## src/csr_pkg.sv

```systemverilog
package csr_pkg;

    localparam int XLEN = 64;

    typedef logic [XLEN-1:0] xlen_t;
    typedef logic [11:0]     csr_addr_t;
    typedef logic [31:0]     instr_t;

    // implemented machine CSRs
    localparam csr_addr_t CSR_MSTATUS  = 12'h300;
    localparam csr_addr_t CSR_MIE      = 12'h304;
    localparam csr_addr_t CSR_MTVEC    = 12'h305;
    localparam csr_addr_t CSR_MEPC     = 12'h341;
    localparam csr_addr_t CSR_MCAUSE   = 12'h342;
    localparam csr_addr_t CSR_MIP      = 12'h344;
    localparam csr_addr_t CSR_MCYCLE   = 12'hB00;
    // custom timer compare
    localparam csr_addr_t CSR_MTIMECMP = 12'h7C0;

    // major opcode, bits 6:2
    localparam logic [4:0] OPC_SYSTEM = 5'b11100;

    localparam logic [2:0] F3_CSRRW = 3'b001;
    localparam logic [2:0] F3_CSRRS = 3'b010;
    localparam logic [2:0] F3_CSRRC = 3'b011;

    // full encodings of the two trap instructions
    localparam instr_t INSTR_ECALL = 32'h0000_0073;
    localparam instr_t INSTR_MRET  = 32'h3020_0073;

    localparam xlen_t MSTATUS_RESET = 64'h0000_0000_0000_1800;
    localparam logic [1:0] PRIV_M = 2'b11;

    localparam xlen_t CAUSE_ECALL_M = 64'd11;
    localparam xlen_t CAUSE_MTIMER  = 64'h8000_0000_0000_0007;

    // bit positions inside mstatus, mie and mip
    localparam int MIE_BIT  = 3;
    localparam int MPIE_BIT = 7;
    localparam int MPP_LSB  = 11;
    localparam int MTI_BIT  = 7;

    typedef enum logic [1:0] {OP_NONE, OP_RW, OP_RS, OP_RC} csr_op_e;

    typedef enum logic [1:0] {TRAP_NONE, TRAP_ENTER, TRAP_RETURN} trap_cmd_e;

    typedef enum logic [1:0] {ST_IDLE, ST_EXEC, ST_RESP} fsm_state_e;

endpackage

```

## src/csr_access_if.sv

```systemverilog
`timescale 1ns/1ns

interface csr_access_if;

    // request side, driven by the trap controller
    csr_pkg::csr_op_e   op;
    csr_pkg::csr_addr_t addr;
    csr_pkg::xlen_t     wdata;
    csr_pkg::xlen_t     pc;
    csr_pkg::trap_cmd_e trap_cmd;
    csr_pkg::xlen_t     cause;
    logic               strobe;

    // status side, driven by the register file
    csr_pkg::xlen_t     rdata;
    logic               addr_ok;
    csr_pkg::xlen_t     mtvec;
    csr_pkg::xlen_t     mepc;
    logic               irq_take;

    modport fsm (
        output op, addr, wdata, pc, trap_cmd, cause, strobe,
        input  rdata, addr_ok, mtvec, mepc, irq_take
    );

    modport regfile (
        input  op, addr, wdata, pc, trap_cmd, cause, strobe,
        output rdata, addr_ok, mtvec, mepc, irq_take
    );

endinterface

```

## src/csr_mtimer.sv

```systemverilog
`timescale 1ns/1ns

module csr_mtimer (
    input  logic           clk,
    input  logic           rst_n,
    input  logic           tmr_we_i,
    input  csr_pkg::xlen_t tmr_wdata_i,
    output csr_pkg::xlen_t mcycle_o,
    output csr_pkg::xlen_t mtimecmp_o,
    output logic           mtip_o
);

    csr_pkg::xlen_t mcycle_q;
    csr_pkg::xlen_t mtimecmp_q;
    logic           mtip_q;

    // free-running cycle count
    always_ff @(posedge clk or negedge rst_n) begin
        if (!rst_n) begin
            mcycle_q <= '0;
        end else begin
            mcycle_q <= mcycle_q + 1'b1;
        end
    end

    // all ones keeps the timer quiet until software arms it
    always_ff @(posedge clk or negedge rst_n) begin
        if (!rst_n) begin
            mtimecmp_q <= '1;
        end else if (tmr_we_i) begin
            mtimecmp_q <= tmr_wdata_i;
        end
    end

    // pending flag lags the compare by one cycle
    always_ff @(posedge clk or negedge rst_n) begin
        if (!rst_n) begin
            mtip_q <= 1'b0;
        end else begin
            mtip_q <= (mcycle_q >= mtimecmp_q);
        end
    end

    assign mcycle_o   = mcycle_q;
    assign mtimecmp_o = mtimecmp_q;
    assign mtip_o     = mtip_q;

endmodule

```

## src/csr_regfile.sv

```systemverilog
`timescale 1ns/1ns

module csr_regfile (
    input  logic           clk,
    input  logic           rst_n,
    csr_access_if.regfile  acc,
    input  csr_pkg::xlen_t mcycle_i,
    input  csr_pkg::xlen_t mtimecmp_i,
    input  logic           mtip_i,
    output logic           tmr_we_o,
    output csr_pkg::xlen_t tmr_wdata_o
);

    // mstatus keeps only its three live fields
    logic           st_mie;
    logic           st_mpie;
    logic [1:0]     st_mpp;

    csr_pkg::xlen_t mie_q;
    csr_pkg::xlen_t mtvec_q;
    csr_pkg::xlen_t mepc_q;
    csr_pkg::xlen_t mcause_q;

    csr_pkg::xlen_t mstatus_rd;
    csr_pkg::xlen_t mip_rd;
    csr_pkg::xlen_t rd_val;
    csr_pkg::xlen_t wr_val;
    logic           rd_ok;
    logic           wr_en;

    always_comb begin
        mstatus_rd                              = '0;
        mstatus_rd[csr_pkg::MIE_BIT]            = st_mie;
        mstatus_rd[csr_pkg::MPIE_BIT]           = st_mpie;
        mstatus_rd[csr_pkg::MPP_LSB +: 2]       = st_mpp;
    end

    // MTIP mirrors the timer, nothing is latched here
    always_comb begin
        mip_rd                   = '0;
        mip_rd[csr_pkg::MTI_BIT] = mtip_i;
    end

    always_comb begin
        rd_ok = 1'b1;
        case (acc.addr)
            csr_pkg::CSR_MSTATUS:  rd_val = mstatus_rd;
            csr_pkg::CSR_MIE:      rd_val = mie_q;
            csr_pkg::CSR_MTVEC:    rd_val = mtvec_q;
            csr_pkg::CSR_MEPC:     rd_val = mepc_q;
            csr_pkg::CSR_MCAUSE:   rd_val = mcause_q;
            csr_pkg::CSR_MIP:      rd_val = mip_rd;
            csr_pkg::CSR_MCYCLE:   rd_val = mcycle_i;
            csr_pkg::CSR_MTIMECMP: rd_val = mtimecmp_i;
            default: begin
                rd_val = '0;
                rd_ok  = 1'b0;
            end
        endcase
    end

    // read-modify-write result
    always_comb begin
        case (acc.op)
            csr_pkg::OP_RW: wr_val = acc.wdata;
            csr_pkg::OP_RS: wr_val = rd_val | acc.wdata;
            csr_pkg::OP_RC: wr_val = rd_val & ~acc.wdata;
            default:        wr_val = rd_val;
        endcase
    end

    assign wr_en = acc.strobe && (acc.op != csr_pkg::OP_NONE) && rd_ok;

    always_ff @(posedge clk or negedge rst_n) begin
        if (!rst_n) begin
            st_mie   <= csr_pkg::MSTATUS_RESET[csr_pkg::MIE_BIT];
            st_mpie  <= csr_pkg::MSTATUS_RESET[csr_pkg::MPIE_BIT];
            st_mpp   <= csr_pkg::MSTATUS_RESET[csr_pkg::MPP_LSB +: 2];
            mie_q    <= '0;
            mtvec_q  <= '0;
            mepc_q   <= '0;
            mcause_q <= '0;
        end else if (acc.strobe) begin
            if (acc.trap_cmd == csr_pkg::TRAP_ENTER) begin
                mepc_q   <= {acc.pc[csr_pkg::XLEN-1:2], 2'b00};
                mcause_q <= acc.cause;
                st_mpie  <= st_mie;
                st_mie   <= 1'b0;
                st_mpp   <= csr_pkg::PRIV_M;
            end else if (acc.trap_cmd == csr_pkg::TRAP_RETURN) begin
                st_mie  <= st_mpie;
                st_mpie <= 1'b1;
            end else if (wr_en) begin
                case (acc.addr)
                    csr_pkg::CSR_MSTATUS: begin
                        st_mie  <= wr_val[csr_pkg::MIE_BIT];
                        st_mpie <= wr_val[csr_pkg::MPIE_BIT];
                        st_mpp  <= wr_val[csr_pkg::MPP_LSB +: 2];
                    end
                    csr_pkg::CSR_MIE:    mie_q    <= wr_val;
                    // direct mode only, low bits are hardwired
                    csr_pkg::CSR_MTVEC:  mtvec_q  <= {wr_val[csr_pkg::XLEN-1:2], 2'b00};
                    csr_pkg::CSR_MEPC:   mepc_q   <= {wr_val[csr_pkg::XLEN-1:2], 2'b00};
                    csr_pkg::CSR_MCAUSE: mcause_q <= wr_val;
                    // mip, mcycle read-only, mtimecmp lives in the timer
                    default: ;
                endcase
            end
        end
    end

    assign tmr_we_o    = wr_en && (acc.addr == csr_pkg::CSR_MTIMECMP);
    assign tmr_wdata_o = wr_val;

    assign acc.rdata    = rd_val;
    assign acc.addr_ok  = rd_ok;
    assign acc.mtvec    = mtvec_q;
    assign acc.mepc     = mepc_q;
    assign acc.irq_take = mtip_i && mie_q[csr_pkg::MTI_BIT] && st_mie;

endmodule

```

## src/csr_trap_fsm.sv

```systemverilog
`timescale 1ns/1ns

module csr_trap_fsm (
    input  logic                clk,
    input  logic                rst_n,
    input  logic                req_i,
    input  csr_pkg::xlen_t      pc_i,
    input  csr_pkg::instr_t     instr_i,
    input  csr_pkg::xlen_t      rs1_data_i,
    output logic                ack_o,
    output csr_pkg::xlen_t      rd_data_o,
    output logic                redirect_o,
    output csr_pkg::xlen_t      redirect_pc_o,
    output logic                illegal_o,
    csr_access_if.fsm           acc
);

    csr_pkg::fsm_state_e state;
    csr_pkg::csr_op_e    op_q;
    csr_pkg::trap_cmd_e  trap_q;
    csr_pkg::csr_addr_t  addr_q;
    csr_pkg::xlen_t      wdata_q;
    csr_pkg::xlen_t      pc_q;
    csr_pkg::xlen_t      cause_q;
    logic                strobe_q;
    logic                bad_instr_q;

    logic [4:0]          opcode;
    logic [2:0]          funct3;
    logic                is_system;
    logic                is_ecall;
    logic                is_mret;
    csr_pkg::csr_op_e    dec_op;
    logic                take_req;
    logic                commit;

    assign opcode    = instr_i[6:2];
    assign funct3    = instr_i[14:12];
    assign is_system = (opcode == csr_pkg::OPC_SYSTEM);
    assign is_ecall  = (instr_i == csr_pkg::INSTR_ECALL);
    assign is_mret   = (instr_i == csr_pkg::INSTR_MRET);

    assign take_req = (state == csr_pkg::ST_IDLE) && req_i;
    // second EXEC cycle, the one with strobe high
    assign commit   = (state == csr_pkg::ST_EXEC) && strobe_q;

    always_comb begin
        dec_op = csr_pkg::OP_NONE;
        if (is_system) begin
            case (funct3)
                csr_pkg::F3_CSRRW: dec_op = csr_pkg::OP_RW;
                csr_pkg::F3_CSRRS: dec_op = csr_pkg::OP_RS;
                csr_pkg::F3_CSRRC: dec_op = csr_pkg::OP_RC;
                default:           dec_op = csr_pkg::OP_NONE;
            endcase
        end
    end

    always_ff @(posedge clk or negedge rst_n) begin
        if (!rst_n) begin
            state       <= csr_pkg::ST_IDLE;
            op_q        <= csr_pkg::OP_NONE;
            trap_q      <= csr_pkg::TRAP_NONE;
            strobe_q    <= 1'b0;
            bad_instr_q <= 1'b0;
            ack_o       <= 1'b0;
            redirect_o  <= 1'b0;
            illegal_o   <= 1'b0;
        end else begin
            case (state)
                csr_pkg::ST_IDLE: begin
                    if (req_i) begin
                        state <= csr_pkg::ST_EXEC;
                        if (acc.irq_take) begin
                            // pending timer wins, instruction is dropped
                            op_q        <= csr_pkg::OP_NONE;
                            trap_q      <= csr_pkg::TRAP_ENTER;
                            bad_instr_q <= 1'b0;
                        end else begin
                            op_q        <= dec_op;
                            if (is_ecall) begin
                                trap_q <= csr_pkg::TRAP_ENTER;
                            end else if (is_mret) begin
                                trap_q <= csr_pkg::TRAP_RETURN;
                            end else begin
                                trap_q <= csr_pkg::TRAP_NONE;
                            end
                            bad_instr_q <= (dec_op == csr_pkg::OP_NONE) && !is_ecall && !is_mret;
                        end
                    end
                end
                csr_pkg::ST_EXEC: begin
                    if (!strobe_q) begin
                        // first cycle lets the read mux settle on the latched addr
                        strobe_q <= 1'b1;
                    end else begin
                        strobe_q   <= 1'b0;
                        ack_o      <= 1'b1;
                        redirect_o <= (trap_q != csr_pkg::TRAP_NONE);
                        illegal_o  <= bad_instr_q ||
                                      ((op_q != csr_pkg::OP_NONE) && !acc.addr_ok);
                        state      <= csr_pkg::ST_RESP;
                    end
                end
                csr_pkg::ST_RESP: begin
                    // hold the response until the core lets go of req
                    if (!req_i) begin
                        ack_o <= 1'b0;
                        state <= csr_pkg::ST_IDLE;
                    end
                end
                default: begin
                    state <= csr_pkg::ST_IDLE;
                end
            endcase
        end
    end

    always_ff @(posedge clk) begin
        if (take_req) begin
            addr_q  <= instr_i[31:20];
            wdata_q <= rs1_data_i;
            pc_q    <= pc_i;
            cause_q <= acc.irq_take ? csr_pkg::CAUSE_MTIMER : csr_pkg::CAUSE_ECALL_M;
        end
        if (commit) begin
            // old CSR value, sampled before the write lands
            rd_data_o <= (op_q != csr_pkg::OP_NONE) ? acc.rdata : '0;
            case (trap_q)
                csr_pkg::TRAP_ENTER:  redirect_pc_o <= acc.mtvec;
                csr_pkg::TRAP_RETURN: redirect_pc_o <= acc.mepc;
                default:              redirect_pc_o <= '0;
            endcase
        end
    end

    assign acc.op       = op_q;
    assign acc.addr     = addr_q;
    assign acc.wdata    = wdata_q;
    assign acc.pc       = pc_q;
    assign acc.trap_cmd = trap_q;
    assign acc.cause    = cause_q;
    assign acc.strobe   = strobe_q;

endmodule

```

## src/csr_unit_top.sv

```systemverilog
`timescale 1ns/1ns

module csr_unit_top (
    input  logic            clk,
    input  logic            rst_n,
    input  logic            req_i,
    input  csr_pkg::xlen_t  pc_i,
    input  csr_pkg::instr_t instr_i,
    input  csr_pkg::xlen_t  rs1_data_i,
    output logic            ack_o,
    output csr_pkg::xlen_t  rd_data_o,
    output logic            redirect_o,
    output csr_pkg::xlen_t  redirect_pc_o,
    output logic            illegal_o
);

    // timer link between regfile and timer
    logic           tmr_we;
    csr_pkg::xlen_t tmr_wdata;
    csr_pkg::xlen_t mcycle;
    csr_pkg::xlen_t mtimecmp;
    logic           mtip;

    csr_access_if acc_if ();

    csr_trap_fsm u_fsm (
        .clk           (clk),
        .rst_n         (rst_n),
        .req_i         (req_i),
        .pc_i          (pc_i),
        .instr_i       (instr_i),
        .rs1_data_i    (rs1_data_i),
        .ack_o         (ack_o),
        .rd_data_o     (rd_data_o),
        .redirect_o    (redirect_o),
        .redirect_pc_o (redirect_pc_o),
        .illegal_o     (illegal_o),
        .acc           (acc_if)
    );

    csr_regfile u_regfile (
        .clk         (clk),
        .rst_n       (rst_n),
        .acc         (acc_if),
        .mcycle_i    (mcycle),
        .mtimecmp_i  (mtimecmp),
        .mtip_i      (mtip),
        .tmr_we_o    (tmr_we),
        .tmr_wdata_o (tmr_wdata)
    );

    csr_mtimer u_mtimer (
        .clk         (clk),
        .rst_n       (rst_n),
        .tmr_we_i    (tmr_we),
        .tmr_wdata_i (tmr_wdata),
        .mcycle_o    (mcycle),
        .mtimecmp_o  (mtimecmp),
        .mtip_o      (mtip)
    );

endmodule

```

## config.mk

```make
export PLATFORM = sky130hd
export DESIGN_NAME = csr_unit_top
export DESIGN_NICKNAME = d
export VERILOG_FILES = /design/src/csr_pkg.sv /design/src/csr_access_if.sv /design/src/csr_mtimer.sv /design/src/csr_regfile.sv /design/src/csr_trap_fsm.sv /design/src/csr_unit_top.sv
export SDC_FILE = /design/constraint.sdc
export NUM_CORES = 1
export LEC_CHECK = 0
export ABC_AREA = 0
export BUFFER_PORTS_ARGS = -buffer_cell sky130_fd_sc_hd__buf_4
export CORE_MARGIN = 1.5
export CORE_UTILIZATION = 30
export DETAILED_ROUTE_END_ITERATION = 8
export GPL_TIMING_DRIVEN = 0
export SYNTH_ARGS = -nofsm -noshare
export SYNTH_HDL_FRONTEND = slang
export SYNTH_SLANG_ARGS = --single-unit
```

## constraint.sdc

```tcl
create_clock -name clk -period 5.87 [get_ports clk]
set_input_delay 0.8805 -clock clk [delete_from_list [all_inputs] [get_ports clk]]
set_output_delay 0.8805 -clock clk [all_outputs]
set_load 0.005 [all_outputs]
```

==> results of run 1 <==
[logic make-up (layout without fill, tap and decap cells)]
| kind of cell | Yosys count | in the layout | share of synthesized area [%] |
|---|---|---|---|
| flip-flops | 662 | 662 | 55.78 |
| buffers and inverters | 291 | 733 | 3.847 |
| other | 1 | 7 | 0.01163 |
| AND/OR/NAND/NOR | 955 | 955 | 15.29 |
| XOR/XNOR | 72 | 72 | 1.956 |
| multiplexers | 49 | 49 | 1.708 |
| AO/OA/AOI/OAI | 799 | 799 | 18.73 |
| adder cells (fa/ha/maj) | 69 | 69 | 2.678 |
[registers in the layout (all words and copies together) (netlist names), 62 cells and up]
register and count:
u_fsm.acc.wdata 64, u_fsm.rd_data_o 64, u_mtimer.mcycle_o 64, u_mtimer.mtimecmp_o 64
u_regfile.mcause_q 64, u_regfile.mie_q 64, u_fsm.acc.pc 62, u_fsm.redirect_pc_o 62
u_regfile.acc.mepc 62, u_regfile.acc.mtvec 62
[stage by stage]
| stage | instance area (sq um) | power [mW] | std cells |
|---|---|---|---|
| finish | 38930 | 12.70 | 4749 |
| global route | 38920 | 13.15 | 4744 |
| CTS | 38920 | 12.78 | 4744 |
| detailed placement | 36320 | 7.773 | 4596 |
| global placement | 36160 | 7.812 | 4591 |
| floorplan | 32240 | 6.732 | 2899 |
[final cells by class]
cell class / count / area share (%)
buffer: 212 / 2.423
clock buffer: 107 / 5.779
sequential: 662 / 46.18
tap: 1403 / 4.509
timing repair buffer: 294 / 5.946
multi-input combinational: 1946 / 33.44
inverter: 79 / 0.7874
antenna: 5 / 0.03214
clock inverter: 41 / 0.9031
[path summary, 6_finish.rpt]
path | end | slack, ns | cells after the start
min in group clk | u_fsm.acc.wdata[43] | 0.39 | 1
max in group asynchronous | u_mtimer.mcycle_o[51] | 4.11 | 3
min | u_regfile.acc.mepc[20] | 0.19 | 1
max | u_regfile.acc.mepc[24] | 1.78 | 9
min reg2reg | u_fsm.state[0] | 0.45 | 1
max reg2reg | u_regfile.acc.mepc[24] | 1.78 | 9
[power by group through the flow]
stage	Clock [mW]	Combinational [mW]	Sequential [mW]
floorplan	0	0.728	6.00
detailed placement	0	1.66	6.11
global placement	0	1.58	6.23
finish	5.01	1.65	6.04
global route	5.26	1.79	6.09
CTS	5.08	1.66	6.04
[routing by layer]
metal	up-vias	GRT usage [%]
met4	0	7.455
met2	1113	34.71
met1	13224	28.69
met3	217	5.312
met5	-	0
li1	11524	-
[critical path, delay by kind of cell (launching register included)]
kind | cells | cell delay [ns]
AO/OA/AOI/OAI | 2 | 0.44
buffers and inverters | 4 | 1.48
flip-flops | 1 | 0.34
AND/OR/NAND/NOR | 3 | 1.73
[layout by cell type (no fill, tap or decap), drive strengths merged, types with 66 or more instances in the layout]
cell type / count
a21oi: 93
a22o: 112
a22oi: 117
and2: 76
and3: 90
buf: 359
clkbuf: 254
dfrtp: 330
dfstp: 66
edfxtp: 266
ha: 69
inv: 85
nand2: 336
nor2: 155
nor2b: 67
o21ai: 206
o31ai: 81
==> results_dict.tcl, run 1 <==
set metrics [dict create \
    synth_edf_count 266 \
    grt.overflow.total 0 \
    clk-insertion-delay-late_ns 0.66 \
    start_kind "flop" \
    cts_made_buffers 79 \
    crit_fanout 10 \
    routed_via_density 5.491 \
    r2r_start "u_fsm.acc.addr[11]" \
    n_fill_cell 10575 \
    cp_slowest_cell "nor2_1" \
    cpMostUsedCell "buf_2" \
    num_vias 26078 \
    worstPathCellList "buf_2 -> nor4_4 -> buf_4 -> nand2_4 -> o21a_1 -> clkbuf_1 -> nor2_1 -> buf_2 -> a221o_1" \
    final_layout_size_suffix_gt1_share_pct 18.89 \
    yosysTopAreaCell "dfrtp_1" \
    seq_area_frac_synth_pct 55.78 \
    wl_um 121400 \
    dp_slack_ns 1.965 \
    ctsResizeCount 0 \
    postSynthAreaPerCell_sq_um 11.12 \
    synth.most_common_cell "nand2_1" \
    wl_met2_um 56600 \
    synth_common_cells "nand2_1 (335), dfrtp_1 (330), edfxtp_1 (266)" \
    first_global_vias 25477 \
    ys.flop_type "dfrtp_1" \
    hold_viol 0 \
    worst_pin_slew_ns 1.359 \
    whs_ns 0.1935 \
    p_leak_nw 15.33 \
    core_area_sq_um 106800 \
    p_int_mw 9.135 \
    cts_sinks 662 \
    rsz0062_at_grt "no" \
    grt_pass1_wl_um 173500 \
    die_height_um 330.8 \
    yosysWarnings 0 \
    wl_met1_um 50990 \
    p_per_area_nw_per_um2 326.3 \
    min_period_over_period_pct 69.63 \
    clock_path_buffers 3 \
    grt.total_usage_pct 21.73 \
    port_buffers 289 \
    dr.pass1.iters 6 \
    syn_area_sq_um 32230 \
    cts_tree "yes" \
    nNetsFinal 3506 \
    drtAntennaViolNets 0 \
    post_cts_buffers 0 \
    maxCapViolations 0 \
    hold_path.class "input pin to asynchronous set/reset pin" \
    period_needed_ns 4.087 \
    endpoint_kind "flop" \
    slew_violations 0 \
    gp_congestion 0.9498 \
    status "finished, final reports clean" \
    grt_start_max_net_pins 118 \
    hold_buffers 0 \
    synth_seq_cells 662 \
    p_switching_mw 3.567 \
    std_cell_rows 120 \
    multi_input_area_sq_um 13020 \
    remaining_drc_errors 0 \
    fmax_mhz 244.7 \
    yosysTopAreaCellShare_pct 25.62 \
    critPathKind "flop to flop" \
    syn_inst 2898 \
    die_w_um 330.8 \
    fin_tns_setup_ns 0 \
    final_util_pct 36.47 \
    antenna_found_initial 4 \
    wl_per_cell_um 25.56 \
    htree_num_levels 3 \
    wl_met3_um 10050 \
    cp-startpoint "u_fsm.acc.addr[11]" \
    io_pins 294 \
    worst_clock_skew_ns 0.04347 \
    worst_ep_required_time_ns 6.45 \
    cts-root-buf "clkbuf_16" \
    slew_headroom_pct 8.693 \
    seqCellArea_sq_um 17980 \
    yosys.cell_types.count 75 \
    setup_viol 0 \
    slowest_delay_ns 0.96 \
    area_delta_synth_final_pct 20.78 \
    setup_slack_ns 1.783 \
    synth_area_leaders "dfrtp_1 (26%), edfxtp_1 (25%), dfstp_2 (5.4%), nand2_1 (3.9%), a22o_1 (3.0%)" \
    p_sw_share_pct 28.08 \
    worstPathArrival_ns 4.67 \
    die_area_sq_um 109400 \
    top_layer "met4" \
    dp_hpwl_um 89010 \
    async_flop_share_pct 59.82 \
    p_seq_share_pct 47.6 \
    path_clk_slew_ns 0.06 \
    ir_worst_vdd_uv 202.8 \
    pwr-share-clk_pct 39.4 \
    first_iter_violations 2702 \
    start_util_pct 30.19 \
    comb_power_share_pct 13.0 \
]
Power figures use the tool's default switching activity.
==> inputs of run 2 (changes only) <==
- clock period: 5.87 -> 3.7 ns (I/O delays scaled with it)
==> run 2 against run 1 <==
  * Total power up 59%
  * Register-to-register slack worse by 1.7 ns
  * First-iteration DRC count up 4.7%
  * Via count up 0.14%
  * Worst hold slack worse by 0.14 ns
  * Worst setup slack worse by 1.7 ns
  * Highest routed layer is now met5
==> results_dict.tcl, run 2 (synthesis gave the netlist of run 1 again) <==
set metrics [dict create \
    status "finished, final reports clean" \
    nNetsFinal 3511 \
    clock_path_buffers 3 \
    endpoint_kind "flop" \
    hold_path.class "input pin to flop" \
    worst_clock_skew_ns 0.02602 \
    wl_um 121100 \
    grt_start_max_net_pins 103 \
    htree_num_levels 3 \
    grt.total_usage_pct 21.79 \
    slowest_delay_ns 0.74 \
    worstPathArrival_ns 4.05 \
    gp_congestion 0.9362 \
    io_pins 294 \
    cts_made_buffers 79 \
    dr.pass1.iters 6 \
    port_buffers 289 \
    cts_tree "yes" \
    routed_via_density 5.497 \
    final_layout_size_suffix_gt1_share_pct 19.28 \
    post_cts_buffers 0 \
    cpMostUsedCell "clkbuf_1" \
    layout_commonest_cell "nand2_1" \
    worstPathCellList "inv_1 -> ha_1 -> clkbuf_1 -> clkbuf_2 -> clkbuf_1 -> a22oi_1 -> nor2b_1" \
    first_global_vias 25676 \
    first_iter_violations 2828 \
    dp.cells 4600 \
    grt_pass1_wl_um 173900 \
    fmax_mhz 272.7 \
    setup_slack_ns 0.03308 \
    n_fill_cell 10630 \
    final-instance-count-excl-fill 4751 \
    start_util_pct 30.19 \
    die_height_um 330.8 \
    cp_slowest_cell "clkbuf_1" \
    slew_violations 0 \
    dp_hpwl_um 89630 \
    antenna_found_initial 6 \
    die_area_sq_um 109400 \
    final_util_pct 36.60 \
    dp_slack_ns -0.2694 \
    maxCapViolations 0 \
    min_period_over_period_pct 99.11 \
    slew_headroom_pct 20.49 \
    p_per_area_nw_per_um2 517.6 \
    cts-root-buf "clkbuf_16" \
    path_clk_slew_ns 0.07 \
    layout_common_cells "nand2_1 (335), dfrtp_1 (330), buf_4 (298)" \
    p_leak_nw 15.40 \
    remaining_drc_errors 0 \
    drtAntennaViolNets 0 \
    rsz0062_at_grt "no" \
    crit_fanout 10 \
    num_vias 26115 \
    ir_worst_vdd_uv 529.2 \
    period_needed_ns 3.667 \
    wl_per_cell_um 25.48 \
    worst_ep_required_time_ns 4.08 \
    hold_viol 0 \
    whs_ns 0.05668 \
    cts_sinks 662 \
    core_area_sq_um 106800 \
    area_delta_synth_final_pct 21.21 \
    grt.overflow.total 0 \
    critPathKind "flop to flop" \
    die_w_um 330.8 \
    fin_tns_setup_ns 0 \
    clk-insertion-delay-late_ns 0.67 \
    worst_pin_slew_ns 1.188 \
    start_kind "flop" \
    std_cell_rows 120 \
    setup_viol 0 \
]
## run 2: cell type report
| cell class | instances | area, sq um | area share (%) |
|---|---|---|---|
| Antenna cell | 2 | 5.005 | 0.01281 |
| Buffer | 211 | 955.9 | 2.447 |
| Clock buffer | 106 | 2191 | 5.607 |
| Clock inverter | 42 | 431.7 | 1.105 |
| Inverter | 79 | 305.3 | 0.7814 |
| Multi-Input combinational cell | 1946 | 13030 | 33.36 |
| Sequential cell | 662 | 17980 | 46.02 |
| Tap cell | 1403 | 1755 | 4.493 |
| Timing Repair Buffer | 300 | 2415 | 6.181 |
## run 2: worst paths after layout
path | to | cells after the start | startpoint | slack [ns]
max reg2reg | u_fsm.redirect_pc_o[42] | 7 | u_fsm.acc.trap_cmd[1] | 0.03
min | u_fsm.acc.wdata[39] | 1 | rs1_data_i[39] | 0.06
max in group asynchronous | u_regfile.acc.mepc[58] | 4 | rst_n | 1.90
min reg2reg | u_fsm.state[0] | 1 | u_fsm.state[1] | 0.46
min in group asynchronous | u_regfile.acc.mepc[22] | 2 | rst_n | 0.42
max | u_fsm.redirect_pc_o[42] | 7 | u_fsm.acc.trap_cmd[1] | 0.03
## run 2: repair_timing
item,4_1_cts,5_1_grt
resized for setup,2,13
setup endpoints to repair,111,34
endpoints found under the hold margin,47,0
cloned,0,0
hold buffers,2,0
## run 2: report_power, final
group          leakage (nW)  total, mW  internal [mW]  switching [mW]
sequential             7.69       9.56           8.87           0.691
combinational          6.42       2.68           1.03            1.65
clock                  1.29       7.98           4.63            3.35
total                  15.4       20.2           14.5            5.69
## run 2: through the flow
stage	power, mW	instance area [sq um]
global placement	12.36	36170
CTS	20.36	39040
finish	20.22	39070
floorplan	10.66	32240
detailed placement	12.38	36400
global route	20.93	39070
## run 2: routing by layer
| metal | global-route usage (%) | up-vias | wire length (um) |
|---|---|---|---|
| li1 | - | 11552 | - |
| met1 | 28.87 | 13155 | 50320 |
| met2 | 34.02 | 1166 | 55300 |
| met3 | 5.001 | 238 | 10410 |
| met4 | 9.450 | 4 | 5000 |
| met5 | 0 | - | 29 |
## run 2: critical path: cells and delay by family, from the launching register on
kind / cells / cell delay, ns
compound gates: 1 / 0.17
fa+ha+maj: 1 / 0.16
buf+inv: 4 / 2.17
flops: 1 / 0.41
simple gates: 1 / 0.45
